File: config.mk
export PLATFORM = sky130hd
export DESIGN_NAME = QuplsDecodeTop
export DESIGN_NICKNAME = d
export VERILOG_FILES = /design/src/hw/QuplsPkg.sv /design/src/hw/QuplsDecodeSwap.sv /design/src/hw/QuplsDecodeImm.sv /design/src/hw/QuplsDecoder.sv /design/src/hw/QuplsHoldSlot.sv /design/src/hw/QuplsDecodeTop.sv
export SDC_FILE = /design/constraint.sdc
export NUM_CORES = 1
export LEC_CHECK = 0
export BUFFER_PORTS_ARGS = -buffer_cell sky130_fd_sc_hd__buf_2
export CELL_PAD_IN_SITES_DETAIL_PLACEMENT = 1
export CELL_PAD_IN_SITES_GLOBAL_PLACEMENT = 1
export CORE_UTILIZATION = 40
export CTS_BUF_LIST = sky130_fd_sc_hd__clkbuf_8
export CTS_CLUSTER_DIAMETER = 40
export DETAILED_ROUTE_END_ITERATION = 7
export PLACE_DENSITY_LB_ADDON = 0.1
export SLEW_MARGIN = 10
export SYNTH_ARGS = -nofsm -noshare
export SYNTH_HDL_FRONTEND = slang
export SYNTH_HIERARCHICAL = 1
export SYNTH_SLANG_ARGS = --single-unit
File: constraint.sdc
create_clock -name clk -period 17.3 [get_ports clk]
set_clock_uncertainty 0.1 [all_clocks]
set_input_delay 3.46 -clock clk [delete_from_list [all_inputs] [get_ports clk]]
set_output_delay 3.46 -clock clk [all_outputs]
set_load 0.005 [all_outputs]
File: src/hw/QuplsPkg.sv
/*
	Shared types and constants for the instruction decode stage. Compile it
	before every decode module. The modules pull it in with a wildcard import.
*/

package QuplsPkg;

// ====================
// Constants
// ====================

// Bit 22 of the instruction word selects immediate-as-operand-A
localparam int SwapBit = 22;

// The immediate field is nine bits wide and sits at the top of the word
localparam int ImmFieldWidth = 9;

// The decoded bundle carries a 64-bit sign-extended immediate
localparam int BusImmWidth = 64;

// ====================
// Instruction format
// ====================

// Opcode values in use. Any value not listed here decodes as illegal
typedef enum logic [6:0] {
	OP_ADDI   = 7'd4,
	OP_SUBFI  = 7'd5,
	OP_CMPI   = 7'd6,
	OP_MULI   = 7'd7,
	OP_DIVI   = 7'd8,
	OP_ANDI   = 7'd9,
	OP_ORI    = 7'd10,
	OP_EORI   = 7'd11,
	OP_JSR    = 7'd12,
	OP_ADD    = 7'd16,
	OP_SUB    = 7'd17,
	OP_LDx    = 7'd32,
	OP_LDxU   = 7'd33,
	OP_FLDx   = 7'd34,
	OP_DFLDx  = 7'd35,
	OP_PLDx   = 7'd36,
	OP_CACHE  = 7'd39,
	OP_STx    = 7'd40,
	OP_FSTx   = 7'd41,
	OP_DFSTx  = 7'd42,
	OP_PSTx   = 7'd43,
	OP_NOP    = 7'd127
} opcode_t;

// Field order runs from the top of the word down to the opcode at bit 0
typedef struct packed {
	logic [ImmFieldWidth-1:0] immediate;
	logic swapBit;
	logic [2:0] func;
	logic [5:0] Rs1;
	logic [5:0] Rd;
	opcode_t opcode;
} instruction_t;

// ====================
// Decoded bundle
// ====================

// Functional unit that will execute the instruction
typedef enum logic [2:0] {
	UNIT_ALU     = 3'd0,
	UNIT_MUL     = 3'd1,
	UNIT_DIV     = 3'd2,
	UNIT_LOAD    = 3'd3,
	UNIT_STORE   = 3'd4,
	UNIT_BRANCH  = 3'd5,
	UNIT_NONE    = 3'd6,
	UNIT_ILLEGAL = 3'd7
} unit_t;

// What the decoder hands on to issue
typedef struct packed {
	unit_t unit;
	logic [5:0] Rd;
	logic [5:0] Rs1;
	logic [2:0] func;
	logic hasImm;
	logic aIsImm;
	logic bIsImm;
	logic [BusImmWidth-1:0] imm;
} decodeBus_t;

// The single list of opcodes that carry an immediate operand
// New immediate-form opcodes are added here and both the swap and
// immediate decoders pick them up
function automatic logic fnIsImmForm(input opcode_t op);
	case (op)
	OP_ADDI, OP_CMPI, OP_MULI, OP_DIVI, OP_SUBFI,
	OP_ANDI, OP_ORI, OP_EORI, OP_JSR:
		fnIsImmForm = 1'b1;
	OP_LDx, OP_LDxU, OP_FLDx, OP_DFLDx, OP_PLDx, OP_CACHE:
		fnIsImmForm = 1'b1;
	OP_STx, OP_FSTx, OP_DFSTx, OP_PSTx:
		fnIsImmForm = 1'b1;
	default:
		fnIsImmForm = 1'b0;
	endcase
endfunction

endpackage

File: src/hw/QuplsDecodeSwap.sv
/*
	Operand swap decoder. Reports whether the immediate moves into the first
	operand slot. Purely combinational and used inside the instruction decoder.
*/

`timescale 1ns/100ps

module QuplsDecodeSwap
(
	input QuplsPkg::instruction_t instr,
	output logic swap
);
import QuplsPkg::*;

// The swap bit only means something on immediate-form opcodes
// Register-register forms such as ADD and SUB reuse bit 22 for other
// purposes so it is ignored there
function automatic logic fnSwap(input instruction_t ins);
	if (fnIsImmForm(ins.opcode))
		fnSwap = ins[SwapBit];
	else
		fnSwap = 1'b0;
endfunction

// Loads and stores are part of the list too, so an address can be
// formed as imm + Rs1 with either operand order
assign swap = fnSwap(instr);

endmodule

File: src/hw/QuplsDecodeImm.sv
/*
	Immediate decoder. Sign-extends the nine-bit immediate to the datapath
	width and flags whether the opcode carries one. Combinational only.
*/

`timescale 1ns/100ps

module QuplsDecodeImm #(
	parameter int DataWidth = 64
)
(
	input QuplsPkg::instruction_t instr,
	output logic [DataWidth-1:0] imm,
	output logic hasImm
);
import QuplsPkg::*;

// Number of copies of the sign bit needed above the raw field
localparam int ExtBits = DataWidth - ImmFieldWidth;

logic immSign;
logic [DataWidth-1:0] immExt;

// Same opcode list the swap decoder uses
assign hasImm = fnIsImmForm(instr.opcode);

// The top bit of the field is the sign
assign immSign = instr.immediate[ImmFieldWidth-1];

// Replicate the sign across the upper bits
assign immExt = {{ExtBits{immSign}}, instr.immediate};

// Register-register and illegal forms get a clean zero so that downstream
// stages never see leftover field bits
always_comb
begin
	if (hasImm)
		imm = immExt;
	else
		imm = '0;
end

endmodule

File: src/hw/QuplsDecoder.sv
/*
	Instruction decoder. Classifies the opcode into a functional unit, copies
	the register fields and builds the decoded bundle. Zero-cycle logic that
	sits between the input and output holding slots.
*/

`timescale 1ns/100ps

module QuplsDecoder #(
	parameter int DataWidth = 64
)
(
	input QuplsPkg::instruction_t instr,
	output QuplsPkg::decodeBus_t bus
);
import QuplsPkg::*;

logic swap;
logic hasImm;
logic [DataWidth-1:0] imm;
unit_t opUnit;

// ====================
// Sub-decoders
// ====================

// Operand order
QuplsDecodeSwap swapDec
(
	.instr(instr),
	.swap(swap)
);

// Immediate extraction at the full datapath width
QuplsDecodeImm #(
	.DataWidth(DataWidth)
) immDec
(
	.instr(instr),
	.imm(imm),
	.hasImm(hasImm)
);

// ====================
// Unit classification
// ====================

// CACHE goes to the load unit since it uses the same address path
function automatic unit_t fnUnit(input opcode_t op);
	case (op)
	OP_ADDI, OP_CMPI, OP_SUBFI, OP_ANDI, OP_ORI, OP_EORI, OP_ADD, OP_SUB:
		fnUnit = UNIT_ALU;
	OP_MULI:
		fnUnit = UNIT_MUL;
	OP_DIVI:
		fnUnit = UNIT_DIV;
	OP_LDx, OP_LDxU, OP_FLDx, OP_DFLDx, OP_PLDx, OP_CACHE:
		fnUnit = UNIT_LOAD;
	OP_STx, OP_FSTx, OP_DFSTx, OP_PSTx:
		fnUnit = UNIT_STORE;
	OP_JSR:
		fnUnit = UNIT_BRANCH;
	OP_NOP:
		fnUnit = UNIT_NONE;
	default:
		fnUnit = UNIT_ILLEGAL;
	endcase
endfunction

assign opUnit = fnUnit(instr.opcode);

// ====================
// Bundle assembly
// ====================

// Start from all zeros so an illegal opcode carries nothing but its unit
always_comb
begin
	bus = '0;
	bus.unit = opUnit;
	if (opUnit != UNIT_ILLEGAL)
	begin
		bus.Rd = instr.Rd;
		bus.Rs1 = instr.Rs1;
		bus.func = instr.func;
		bus.hasImm = hasImm;
		// Exactly one operand takes the immediate when there is one
		bus.aIsImm = hasImm & swap;
		bus.bIsImm = hasImm & ~swap;
		// Bundle field is fixed at the package width
		bus.imm = BusImmWidth'(imm);
	end
end

endmodule

File: src/hw/QuplsHoldSlot.sv
/*
	One-entry holding register with a four-phase req/ack handshake on each
	side. The payload type is a parameter so the same slot carries raw
	instructions and decoded bundles.
*/

`timescale 1ns/100ps

module QuplsHoldSlot #(
	parameter type payload_t = logic
)
(
	input logic clk,
	input logic rst,
	input logic upReq,
	input payload_t upData,
	output logic upAck,
	output logic dnReq,
	output payload_t dnData,
	input logic dnAck
);

// Set while a payload is held and not yet taken downstream
logic full;

// The stored payload
payload_t data;

// Capture condition
logic take;

// Accept only into an empty slot, on a fresh request, and once the
// previous downstream transfer has fully closed with ack low again
// A full slot or a lingering downstream ack stalls the upstream side
assign take = ~full & upReq & ~upAck & ~dnAck;

// ====================
// Control
// ====================

always_ff @(posedge clk)
begin
	if (rst)
	begin
		full <= 1'b0;
		upAck <= 1'b0;
		dnReq <= 1'b0;
	end
	else
	begin
		// Upstream side. Ack stays high until the sender drops req
		if (take)
		begin
			full <= 1'b1;
			upAck <= 1'b1;
		end
		else if (upAck & ~upReq)
			upAck <= 1'b0;

		// Downstream side. Req goes up one edge after the slot fills
		// and only when the receiver has released its ack
		if (full & ~dnReq & ~dnAck)
			dnReq <= 1'b1;
		else if (dnReq & dnAck)
		begin
			// Receiver has the data, so the slot frees up
			dnReq <= 1'b0;
			full <= 1'b0;
		end
	end
end

// ====================
// Payload
// ====================

// Loaded only on capture, so the output holds steady until release
always_ff @(posedge clk)
begin
	if (take)
		data <= upData;
end

assign dnData = data;

endmodule

File: src/hw/QuplsDecodeTop.sv
/*
	Decode stage top level. An input slot holds the raw instruction, the
	decoder works on it combinationally and an output slot offers the result
	downstream. Both outer ports use a four-phase req/ack handshake.
*/

`timescale 1ns/100ps

module QuplsDecodeTop #(
	parameter int DataWidth = QuplsPkg::BusImmWidth
)
(
	input logic clk,
	input logic rst,
	input logic inReq,
	input QuplsPkg::instruction_t inInstr,
	output logic inAck,
	output logic outReq,
	output QuplsPkg::decodeBus_t outBus,
	input logic outAck
);
import QuplsPkg::*;

// Handshake and data between the input slot and the output slot
logic heldReq;
logic heldAck;
instruction_t heldInstr;
decodeBus_t decodedBus;

// Raw instruction buffer
QuplsHoldSlot #(
	.payload_t(instruction_t)
) inSlot
(
	.clk(clk),
	.rst(rst),
	.upReq(inReq),
	.upData(inInstr),
	.upAck(inAck),
	.dnReq(heldReq),
	.dnData(heldInstr),
	.dnAck(heldAck)
);

// The held instruction is stable while heldReq is up, so the decoded
// bundle is stable too when the output slot captures it
QuplsDecoder #(
	.DataWidth(DataWidth)
) decoder
(
	.instr(heldInstr),
	.bus(decodedBus)
);

// Decoded bundle buffer
QuplsHoldSlot #(
	.payload_t(decodeBus_t)
) outSlot
(
	.clk(clk),
	.rst(rst),
	.upReq(heldReq),
	.upData(decodedBus),
	.upAck(heldAck),
	.dnReq(outReq),
	.dnData(outBus),
	.dnAck(outAck)
);

endmodule

==> results.txt, run 1 <==
The detail route stage leaves a number of antenna-violating nets equal to 0. The run finished with clean final reports. The accumulated negative setup slack is 0 ps. The total global routing track utilization came out at 0.153. The required time at the worst-slack endpoint is 17,240 ps. The final weighted congestion in routability-driven placement is 0.770.

Setup repair after global routing left no endpoint under its margin. The share of total power dissipated in the clock network is 0.401. The count of fill cells added during filler insertion came out at 1,382.

Gates resized during post-CTS repair numbered 0. The synthesized area divided by synthesized cell count is 15.3 µm². For the worst-skew pair, the clock arrives at the later sink with an insertion delay of 420 ps. After clock tree synthesis, the flow added hold-fix buffers numbering 0. The effective utilization at floorplan came out at 0.416. The initial antenna violation count is 1. The reg-to-reg setup timing slack is 13,960 ps. The tree built by TritonCTS fans out to 123 sinks. The count of cells along the worst hold path is 2. The power density over cell area is 102 mW/mm². TritonCTS built the clock tree. When the netlist entered floorplanning its net count stood at 404. The type of the setup path with the least slack is input pin to flip-flop.

The worst register-to-register path ends at outSlot/dnData[82]. The register share of total power came out at 0.534. Clock-pin slew was measured on the worst setup and hold paths at 60 ps. Using the TritonRoute via totals, the vias-per-cell ratio works out to 5.22. Yosys printed 6 warnings. Clock tree synthesis selected as its root buffer the cell clkbuf_8.

Following the worst setup path forward leads to its endpoint at outSlot/dnData[11]. Setup violations remaining at the end of the flow were counted as 0. The number of levels the H-tree was split into is 4. The synthesized netlist contains 43 unique library cells. The share of the Yosys chip area taken by registers is 0.649.

STA classifies the critical path startpoint as an input pin. Counting cells, the worst reg-to-reg path comes to 4. The tightest hold path in the finished design has a slack of 422 ps. The floorplan die height is 120 µm. The number of standard cells after synthesis is 366. In this run, synthesis inferred 117 flip-flops with an integrated enable.

The sum of net half-perimeters after detailed placement is 6240 µm. Summed over all cells, the static leakage comes to 2.38 nW. The maximum ir drop on the vdd rail is 0.0372 mV. For this design, the slowest cell found on the critical path is buf_4.

The fraction of power spent switching nets came out at 0.215. Before antenna repair, the detailed router went through 4 iterations. Prior to clock tree synthesis, the placed netlist has a worst setup slack of 12,170 ps. The highest achievable clock rate came out at 0.213 GHz. Port buffering added 122 buffers. The stage delay of the slowest cell on the critical path is 730 ps.

Counting along the longest clock path gives a buffer depth of 2. The floorplan die width is 120 µm. The number of DRC violations after detailed-routing iteration 0 came out at 315. The fraction of registers with async set or reset after synthesis is 0.

The final critical-path share of the clock period came out at 0.271. The layout overhead on the synthesized area came out at 12.7%. In this run the count of I/O pins placed on the die edge is 123.

In this run the critical register-to-register path is launched from inSlot/dnData[3]. The die covers 0.0145 mm². The most instantiated flip-flop cell in the synthesis netlist is edfxtp_1. The switching power summed over all nets is 0.139 mW.

The minimum clock period came out at 4700 ps. The number of global-route vias before repair is 3,099. The first global-routing pass estimated 16,800 µm of wire.

The share of cells above drive strength 1 came out at 0.541. The number of clock buffers inserted by TritonCTS is 17. Max-cap violations in this run came to 0. Row generation in the floorplan step produced 42 rows. The number of nets at the end of the flow is 467.

The signal on the critical path passes through buf_2 > nor4b_2 > buf_4. For this run the aggregate overflow at the end of global routing stands at 0. The maximum fanout encountered on the critical timing path came out at 70.

After detailed routing, the average wire length per cell comes to 17.6 µm. The tightest min-delay check is of the flip-flop to flip-flop type. The total wire length after detailed routing came out at 10,900 µm. Internal power comes to 0.507 mW. The final hold violation count came to 0.

The post-detailed-route DRC marker count came out at 0. The relative max-transition margin is 0.265. The arrival time of data at the critical path endpoint came out at 4640 ps.

The total area inside the core boundary comes to 0.0135 mm². The transition time at the pin with the least slew margin came out at 1100 ps. The number of buffers inserted by post-CTS setup repair came out at 0. The maximum number of pins on one net before global-route repair is 82. STA classifies the critical path endpoint as a flip-flop. The register bit total from synthesis is 123. The setup slack after layout came out at 12,600 ps. The post-synthesis instance area came out at 0.00560 mm². The final-report max-slew violation count is 0.

The number of vias in the routed layout is 3,229. The critical path starts at outAck. The proportion of power drawn by combinational gates is 0.065.
## critical path, delay by kind of cell
family                 cells  cell delay (ps)
and+or+nand+nor            1              250
buffers and inverters      2              860
## synthesized netlist by cell type, types with 2 or more instances
cell	number	share of area
o31a_2	65	0.12
edfxtp_1	117	0.63
a21bo_2	2	0.0036
a21oi_1	4	0.0036
or3b_1	2	0.0031
buf_4	55	0.074
nand3_1	4	0.0036
inv_1	5	0.0034
and3b_1	2	0.0031
a31oi_1	4	0.0045
clkbuf_1	17	0.011
buf_6	10	0.020
nand2_1	4	0.0027
o21ai_0	3	0.0027
o31a_1	14	0.022
a21oi_2	2	0.0031
o21bai_1	2	0.0027
nor3_1	4	0.0036
nor2_1	8	0.0054
nor4b_1	2	0.0031
nand2b_1	4	0.0045
nor3b_2	9	0.020
ha_1	2	0.0045
dfxtp_1	6	0.021
## registers in the layout, summed over array words and instances, names as in the netlist
name            flops
inSlot/dnData      32
inSlot/dnReq        1
inSlot/full         1
inSlot/upAck        1
outSlot/dnData     85
outSlot/dnReq       1
outSlot/full        1
outSlot/upAck       1
## worst min-delay path by stage
stage / startpoint / to
5_1_grt: outSlot/dnReq / outSlot/dnReq
3_3_place_gp: outSlot/dnReq / outSlot/dnReq
6_report: outSlot/dnReq / outSlot/dnReq
4_1_cts: outSlot/dnReq / outSlot/dnReq
3_5_place_dp: outSlot/dnReq / outSlot/dnReq
2_1_floorplan: inSlot/full / inSlot/dnReq
## cells by family after synthesis
logic type      count (synthesis)  share of synthesized area
compound gates                104                      0.175
flops                         123                      0.649
simple gates                   48                     0.0615
buf+inv                        89                      0.110
fa+ha+maj                       2                    0.00447
## area by class of cell
type                    instances  area (µm²)  share of cell area
flip-flops and latches        123        3630               0.576
multi-input cells             154        1380               0.218
repair buffers                128         656               0.104
clock buffers                  17         234              0.0371
well taps                     176         220              0.0349
clock inverters                15         168              0.0266
inverters                       5        18.8             0.00298
diodes                          1        2.50            0.000397
## power by group through the flow
stage          logic (mW)  registers (mW)  clock network, mW
3_5_place_dp       0.0424           0.351                  0
2_1_floorplan      0.0353           0.352                  0
4_1_cts            0.0424           0.345              0.267
5_1_grt            0.0461           0.346              0.278
6_report           0.0418           0.345              0.259
3_3_place_gp       0.0412           0.351                  0
## per-layer routing
layer  global-route usage  vias up  share of wire
met5                    0        -        0.00073
met4               0.0671        2          0.011
met3               0.0547       13          0.069
met2                0.227      113           0.47
met1                0.203     1594           0.45
li1                     -     1507              -
## cells in the final DEF, fill, tap and decap left out, types with 2 or more instances in the layout
| cell type | instances |
|---|---|
| a21bo_2 | 2 |
| ha_1 | 2 |
| clkinv_2 | 2 |
| o21bai_1 | 2 |
| a21oi_2 | 2 |
| nor4b_2 | 2 |
| dfxtp_1 | 6 |
| buf_2 | 122 |
| o31a_1 | 14 |
| a31oi_1 | 4 |
| nand3_1 | 4 |
| clkinv_1 | 2 |
| buf_4 | 6 |
| bufinv_16 | 4 |
| o21ai_0 | 3 |
| o31a_2 | 65 |
| clkbuf_8 | 17 |
| or3b_1 | 2 |
| a21oi_1 | 4 |
| nor3_1 | 4 |
| edfxtp_1 | 117 |
| nand2b_1 | 4 |
| nor2_1 | 8 |
| inv_1 | 11 |
| nand2_1 | 4 |
| nor3b_2 | 8 |
| and3b_1 | 2 |
## metrics by stage
stage,utilization,cells,area (µm²),power (mW)
global placement,0.439,586,5900,0.392
global route,0.469,618,6310,0.669
floorplan,-,366,5600,0.388
detailed placement,0.439,586,5900,0.393
CTS,0.469,618,6310,0.654
finish,0.469,619,6310,0.645
Power figures use the tool's default switching activity.
==> inputs of run 2 (changes only) <==
--- a/config.mk
+++ b/config.mk
@@ -5,6 +5,7 @@
 export SDC_FILE = /design/constraint.sdc
 export NUM_CORES = 1
 export LEC_CHECK = 0
+export ABC_AREA = 1
 export BUFFER_PORTS_ARGS = -buffer_cell sky130_fd_sc_hd__buf_2
 export CELL_PAD_IN_SITES_DETAIL_PLACEMENT = 1
 export CELL_PAD_IN_SITES_GLOBAL_PLACEMENT = 1
==> constraint.sdc (replaced) <==
create_clock -name clk -period 4.65 [get_ports clk]
set_clock_uncertainty 0.1 [all_clocks]
set_input_delay 0.93 -clock clk [delete_from_list [all_inputs] [get_ports clk]]
set_output_delay 0.93 -clock clk [all_outputs]
set_load 0.005 [all_outputs]
==> run 2 against run 1 <==
Compared with the run above: combinational power grew to 4.2 times the previous value; die area shrank 2.1%; total power grew to 3.6 times the previous value; area after synthesis is 2.2% lower; hold slack worse by 28 ps; clock-buffer cell count increased by 1; sequential share of layout area increased by 1.4 points; non-clock buffer count fell by 3; via count shrank 3.9%; critical path type is now flip-flop to flip-flop; synthesized cell count increased by 32%; sequential power increased to 3.7 times the previous value.
==> results.txt, run 2 <==
The number of levels the H-tree was split into is 4 (unchanged). The number of DRC violations after detailed-routing iteration 0 came out at 132 (-58%). The initial antenna violation count came out at 0 (-1). The relative max-transition margin came out at 0.234 (-0.0308). The count of fill cells added during filler insertion came out at 1,509 (+9.2%). In this run the worst setup path terminates at outSlot/dnData[72]. The tree is rooted in a clkbuf_8. The total setup violations reported at the end of the flow is 0 (unchanged). The number of nets at the end of the flow is 602 (+29%). The register bit total from synthesis is 123 (unchanged).

The length of the first detailed-routing pass in iterations came out at 5 (+1). The maximum ir drop on the vdd rail came out at 0.190 mV (+410%). The reg-to-reg setup timing slack is 1930 ps (-12,030 ps). The final routed wire length divided by cell count came to 12.3 µm (-30%).

The effective utilization at floorplan is 0.412 (-0.00419). The run finished with clean final reports. In the finished design, the share of the clock period the worst path needs comes to 0.585.

The residual antenna-violating net count after detailed routing was 0 (unchanged). The total design power is 2.33 mW (+260%). In this run the critical register-to-register path is launched from inSlot/dnData[3]. The portion of synthesized cell area occupied by the leading cell type is 0.641 (+0.0139).

The max-cap violation count is 0 (unchanged). The die outline area is 0.0142 mm² (-2.1%). The wire length the detailed router placed on met1 is 4160 µm (-16%). The largest total area in the synthesized netlist belongs to edfxtp_1. The arrival time of data at the critical path endpoint came to 2810 ps (-1830 ps). The synthesized area divided by synthesized cell count came out at 11.3 µm² (-26%). The number of warnings reported in the yosys synthesis log was 6 (unchanged).

The fraction of registers with async set or reset after synthesis is 0 (unchanged). The post-synthesis instance area is 0.00548 mm² (-2.2%). The type of the setup path with the least slack is flip-flop to flip-flop.

The final weighted congestion in routability-driven placement was 0.756 (-1.9%). Ranked by instance count, the synthesized netlist is headed by edfxtp_1 (117), inv_1 (114), nor2_1 (87). The count of flip-flops with a built-in enable after synthesis is 117 (unchanged). The worst reg2reg path depth came out at 9 (+5).

TritonCTS built the clock tree. The total wire length after detailed routing is 9240 µm (-15%). The number of standard cells after synthesis is 483 (+32%). The share of cells above drive strength 1 was 0.341 (-0.199). The number of ports placed on the die boundary came to 123 (unchanged). The clock tree buffer depth is 2 (unchanged). The clock input transition at the sequential cells of the worst setup and hold paths came to 70 ps (about the same). The maximum fanout encountered on the critical timing path came out at 73 (+4.3%). The required time at the worst-slack endpoint came out at 4740 ps (-12,500 ps). Leaving out fill and tap cells, the most frequent cell in the layout is buf_2. The wire length of the first global-routing pass came out at 15,200 µm (-9.6%). Setup repair after global routing left no endpoint under its margin. The transition time at the pin with the least slew margin was 1150 ps (+43.5 ps).

The detailed route wirelength on metal2 is 4320 µm (-15%). The post-detailed-route DRC marker count came out at 0 (unchanged). The flip-flop count of the largest register after layout is 85 (unchanged). The floorplan row count is 42 (unchanged).

The most frequent cell after synthesis is edfxtp_1. The clock latency reported for the late side of the worst-skew pair came out at 440 ps (+20 ps). Signal routing reaches up to met4. The accumulated negative setup slack came out at 0 ps (unchanged). The first element of the critical path is inSlot/dnData[3]. The classification of the worst-slack hold path is flip-flop to flip-flop. The number of clock buffers inserted by TritonCTS is 17 (unchanged). The number of resized instances in the post-cts repair step came out at 0 (unchanged).

The remaining global-route overflow came out at 0 (unchanged). The number of diodes added for antenna fixing came to 0 (-1). The number of buffers inserted by post-CTS setup repair came to 0 (unchanged).

The top cell types in the final layout, fill and taps aside, are buf_2 (122), inv_1 (118), edfxtp_1 (117). The leakage power figure came out at 2.60 nW (+9.2%). The total global routing track utilization came out at 0.144 (-0.00977). The number of buffers added to fix hold violations after cts is 0 (unchanged). The number of vias in the routed layout came out at 3,103 (-3.9%). The final hold violation count is 0 (unchanged).

The layout overhead on the synthesized area is 12.5%. The power density over cell area came out at 378 mW/mm² (+270%). By area the synthesized netlist is led by edfxtp_1 (64%), inv_1 (7.8%), buf_4 (7.5%). The total number of clock tree sinks came to 123 (unchanged).

The synthesized net count is 521 (+29%). The amount of wire on met3 after detailed routing is 560 µm (-25%). The endpoint identified for the worst register-to-register timing path is outSlot/dnData[72].

The core area is 0.0133 mm² (-1.2%). STA classifies the critical path startpoint as a flip-flop. The final-report max-slew violation count was 0 (unchanged). The sum of net half-perimeters after detailed placement came to 6240 µm (about the same). The floorplan die height came out at 119 µm (-1.1%). The distinct cell type count of the synthesized netlist is 22 (-49%). The maximum number of pins on one net before global-route repair came out at 74 (-9.8%). The fraction of the yosys area taken by sequential cells came out at 0.663 (+0.0144). The via density per instance is 4.12 (-21%).

The number of input and output port buffers inserted is 122 (unchanged). The number of global-route vias before repair is 3,072 (-0.87%). The minimum clock period is 2720 ps. Among all flip-flop cells after synthesis, the most frequent one is edfxtp_1.

Static timing analysis puts the maximum clock frequency at 0.368 GHz. The endpoint class of the critical path is a flip-flop. The floorplan die width was 119 µm (-1.1%).
==> run 2: changes by cell type in the layout (fill, tap and decap cells not counted), moves of 14 or more <==
| cell | change |
|---|---|
| nor2_2 | +34 |
| nand2_1 | +29 |
| inv_1 | +107 |
| o31a_1 | -14 |
| o31a_2 | -65 |
| nor2_1 | +78 |
==> run 2: cell type report <==
| cell class | instances | area, µm² | area share |
|---|---|---|---|
| Multi-Input combinational cell | 182 | 877 | 0.142 |
| Timing Repair Buffer | 125 | 633 | 0.103 |
| Tap cell | 176 | 220 | 0.0357 |
| Clock buffer | 18 | 248 | 0.0402 |
| Inverter | 115 | 433 | 0.0702 |
| Sequential cell | 123 | 3630 | 0.590 |
| Clock inverter | 14 | 119 | 0.0193 |
==> run 2: cell families after synthesis <==
family	Yosys count	share of synthesized area
DFF	123	0.663
and+or+nand+nor	171	0.144
buffers and inverters	178	0.178
adders and majority gates	2	0.00457
AOI/OAI and AO/OA	9	0.0103
==> run 2: how the worst min path moves through the flow <==
stage | from | end | slack (ps) | cells after the start
global placement | inSlot/dnReq | outSlot/upAck | 390 | 2
CTS | inSlot/dnReq | outSlot/upAck | 400 | 2
floorplan | inSlot/dnReq | outSlot/upAck | 350 | 2
finish | inSlot/dnReq | outSlot/upAck | 390 | 2
detailed placement | inSlot/dnReq | outSlot/upAck | 390 | 2
global route | inSlot/dnReq | outSlot/upAck | 430 | 2
==> run 2: routing by layer <==
metal | vias up | GRT usage
met5 | - | 0
met4 | 0 | 0.0783
met3 | 19 | 0.0512
met2 | 95 | 0.223
met1 | 1399 | 0.174
li1 | 1590 | -
==> run 2: critical path: stages, from the launching register on <==
cell	delay, ps
edfxtp_1	520
inv_2	150
nor2_2	60
nand2_1	70
nor2_1	60
nor2_2	120
nand3_2	120
nor2_8	810
buf_4	350
nor2_1	50
==> run 2: metrics by stage <==
step	worst slack, ps	cell area, µm²	hold WS, ps	instances	utilization
after floorplan	1220	5480	353	483	-
after global placement	1860	5800	393	721	0.436
after detailed placement	1810	5800	387	721	0.436
after CTS	1890	6160	397	753	0.464
after global routing	1660	6160	429	753	0.464
final	1930	6160	394	753	0.464
==> run 2: power breakdown <==
| part | internal [mW] | leakage, nW | switching [mW] |
|---|---|---|---|
| clock | 0.474 | 0.210 | 0.399 |
| sequential | 1.27 | 1.20 | 0.0195 |
| combinational | 0.0549 | 1.19 | 0.119 |
==> inputs of run 3 (changes only) <==
==> constraint.sdc (replaced) <==
create_clock -name clk -period 2.3 [get_ports clk]
set_clock_uncertainty 0.1 [all_clocks]
set_input_delay 0.46 -clock clk [delete_from_list [all_inputs] [get_ports clk]]
set_output_delay 0.46 -clock clk [all_outputs]
set_load 0.005 [all_outputs]
==> run 3 against run 2 <==
Compared with the run above: utilization up 0.68 points; total power grew 100%; clock-buffer cell count decreased by 1; via count increased by 2.7%; critical path type unchanged; highest routed layer unchanged.
==> results.txt, run 3 (synthesis gave the netlist of run 2 again) <==
The run finished with clean final reports. The number of vias in the routed layout is 3,186 (+2.7%). The transition time at the pin with the least slew margin came out at 402 ps (-744 ps). The area used by sequential logic in the layout was 0.00363 mm² (unchanged). The total global routing track utilization is 0.143 (-0.000884). The initial antenna violation count was 0 (unchanged). In this run the clock root is driven by a clkbuf_8. The relative max-transition margin is 0.732 (+0.498). The total number of clock tree sinks is 123 (unchanged). Setup repair after global routing left no endpoint under its margin.

The arrival time of data at the critical path endpoint is 2040 ps (-770 ps). The number of buffers inserted by post-CTS setup repair came out at 0 (unchanged). The proportion of power drawn by combinational gates was 0.081 (+0.006).

The final critical-path share of the clock period is 0.856 (+0.271). The maximum ir drop on the vdd rail was 0.295 mV (+56%). The final weighted congestion in routability-driven placement came out at 0.805 (+6.6%).

The floorplan die width is 119 µm (unchanged). The die outline area is 0.0142 mm² (unchanged). In the layout the commonest cells are buf_2 (122), edfxtp_1 (117), inv_1 (115).

The number of global-route vias before repair came out at 3,140 (+2.2%). The floorplan die height was 119 µm (unchanged). The worst setup path is captured at a flip-flop.

The register share of total power was 0.553 (+0.002). The switching power summed over all nets came out at 1.08 mW (+100%). The post-detailed-placement cell area came out at 0.00591 mm² (+1.9%). The wire length of the first global-routing pass is 15,100 µm (-0.77%). The worst register-to-register path begins at inSlot/dnData[3]. The terminating pin of the worst hold path is inSlot/dnData[27]. The power density over cell area came to 750 mW/mm² (+98%). The reg-to-reg setup timing slack is 330 ps (-1600 ps).

The accumulated negative setup slack came out at 0 ps (unchanged). The leakage power figure came out at 2.62 nW (+0.84%). The worst setup path is launched from a flip-flop.

The endpoint identified for the worst register-to-register timing path is outSlot/dnData[56]. The clock input transition at the sequential cells of the worst setup and hold paths came out at 70 ps (about the same). The number of placed instances with taps included is 725 (+0.55%). The number of clock buffers inserted by TritonCTS was 17 (unchanged). The number of input and output port buffers inserted was 122 (unchanged). The maximum fanout encountered on the critical timing path was 50 (-32%). The number of buffers added to fix hold violations after cts is 0 (unchanged). The length of the first detailed-routing pass in iterations is 4 (-1).

The worst slack at placement came to 302 ps (-1510 ps). The worst hold path begins at inInstr[27]. The clock power share is 0.365 (-0.009). The sum of net half-perimeters after detailed placement is 6370 µm (+2.2%). The number of nets at the end of the flow came out at 606 (+0.66%). The core area came to 0.0133 mm² (unchanged).

The layout overhead on the synthesized area is 14.2%. The final-report max-slew violation count is 0 (unchanged). The highest achievable clock rate is 0.508 GHz (+38%).

The effective utilization at floorplan is 0.412 (unchanged). The type of the setup path with the least slack is flip-flop to flip-flop. The number of ports placed on the die boundary is 123 (unchanged).

The final design instance area without fill came out at 0.00625 mm² (+1.5%). The setup slack after layout is 331 ps (-1600 ps). The number of resized instances in the post-cts repair step is 0 (unchanged). The residual antenna-violating net count after detailed routing came out at 0 (unchanged). The post-detailed-route DRC marker count came out at 0 (unchanged).

The worst hold-check slack came out at 102 ps (-292 ps). The number of standard cells in the layout, taps in and fillers out is 755 (+0.27%). The via density per instance was 4.22 (+2.4%).

The fraction of power spent switching nets came to 0.231 (+0.000242). The share of cells above drive strength 1 is 0.349 (+0.00746). The final routed wire length divided by cell count is 12.5 µm (+1.7%).

The clock tree buffer depth is 2 (unchanged). The flip-flop count of the largest register after layout came out at 85 (unchanged). The clock latency reported for the late side of the worst-skew pair is 430 ps (about the same). The final hold violation count is 0 (unchanged). The maximum number of pins on one net before global-route repair came out at 57 (-23%). The count of cells along the worst hold path came out at 1 (-1). The minimum clock period came out at 1970 ps (-750 ps). The number of diodes added for antenna fixing is 0 (unchanged). The count of fill cells added during filler insertion is 1,478 (-2.1%).

The number of DRC violations after detailed-routing iteration 0 came to 132 (unchanged). The combined area of the multi-input logic cells came out at 880 µm² (+0.29%). The required time at the worst-slack endpoint came to 2370 ps (-2370 ps).

The floorplan row count is 42 (unchanged). The total setup violations reported at the end of the flow came out at 0 (unchanged). The number of levels the H-tree was split into came out at 4 (unchanged). The internal power consumption is 3.61 mW (+100%). The remaining global-route overflow is 0 (unchanged). The total wire length after detailed routing came out at 9420 µm (+1.9%). The max-cap violation count is 0 (unchanged).

Leaving out fill and tap cells, the most frequent cell in the layout is buf_2. The classification of the worst-slack hold path is input pin to flip-flop. The worst reg2reg path depth is 9 (unchanged). TritonCTS built the clock tree.
[run 3: changes by cell type in the layout (fill, tap and decap cells not counted)]
cell | previous run | this run
clkinv_2 | 5 | 6
nand2_1 | 33 | 32
clkinv_4 | 1 | 0
buf_4 | 3 | 1
buf_12 | 0 | 6
clkinv_1 | 1 | 2
nand2_2 | 2 | 3
clkinvlp_4 | 1 | 2
clkbuf_8 | 18 | 17
inv_1 | 118 | 115
[run 3: metal layers]
layer / part of all wire / track usage / up-vias
li1: - / - / 1598
met3: 0.062 / 0.0455 / 19
met5: 0 / 0 / -
met2: 0.48 / 0.226 / 90
met4: 0.026 / 0.0862 / 0
met1: 0.43 / 0.170 / 1479
[run 3: critical path: stages, from the launching register on]
cell      delay, ps
edfxtp_1        520
inv_2           150
nor2_2           60
nand2_1          70
nor2_1           60
nor2_2          120
nand3_2         120
nor2_8          140
buf_12          250
nor2_1           80
[run 3: stage by stage]
stage          total power, mW   util
6_report                  4.69  0.470
3_3_place_gp              3.02  0.444
2_1_floorplan             2.97      -
4_1_cts                   4.78  0.470
3_5_place_dp              3.04  0.444
5_1_grt                   4.89  0.470
[run 3: worst max path at each step]
stage	slack [ps]	start	depth (start not counted)	end
after floorplan	4	outAck	3	outSlot/dnData[0]
after global placement	370	inSlot/dnData[3]	9	outSlot/dnData[28]
after detailed placement	300	inSlot/dnData[1]	10	outSlot/dnData[52]
after CTS	280	inSlot/dnData[1]	10	outSlot/dnData[52]
after global routing	120	inSlot/dnData[1]	10	outSlot/dnData[40]
final	330	inSlot/dnData[3]	9	outSlot/dnData[56]
[run 3: final cells by class]
class,count,share of cell area
inverters,115,0.0696
repair buffers,129,0.118
multi-input cells,182,0.141
clock inverters,13,0.0180
well taps,176,0.0352
clock buffers,17,0.0374
flip-flops and latches,123,0.581
[run 3: power by group through the flow]
stage          registers, mW  logic (mW)  clock network [mW]
3_5_place_dp            2.65       0.393                   0
6_report                2.60       0.382                1.71
2_1_floorplan           2.65       0.328                   0
3_3_place_gp            2.64       0.381                   0
5_1_grt                 2.60       0.434                1.85
4_1_cts                 2.60       0.395                1.79
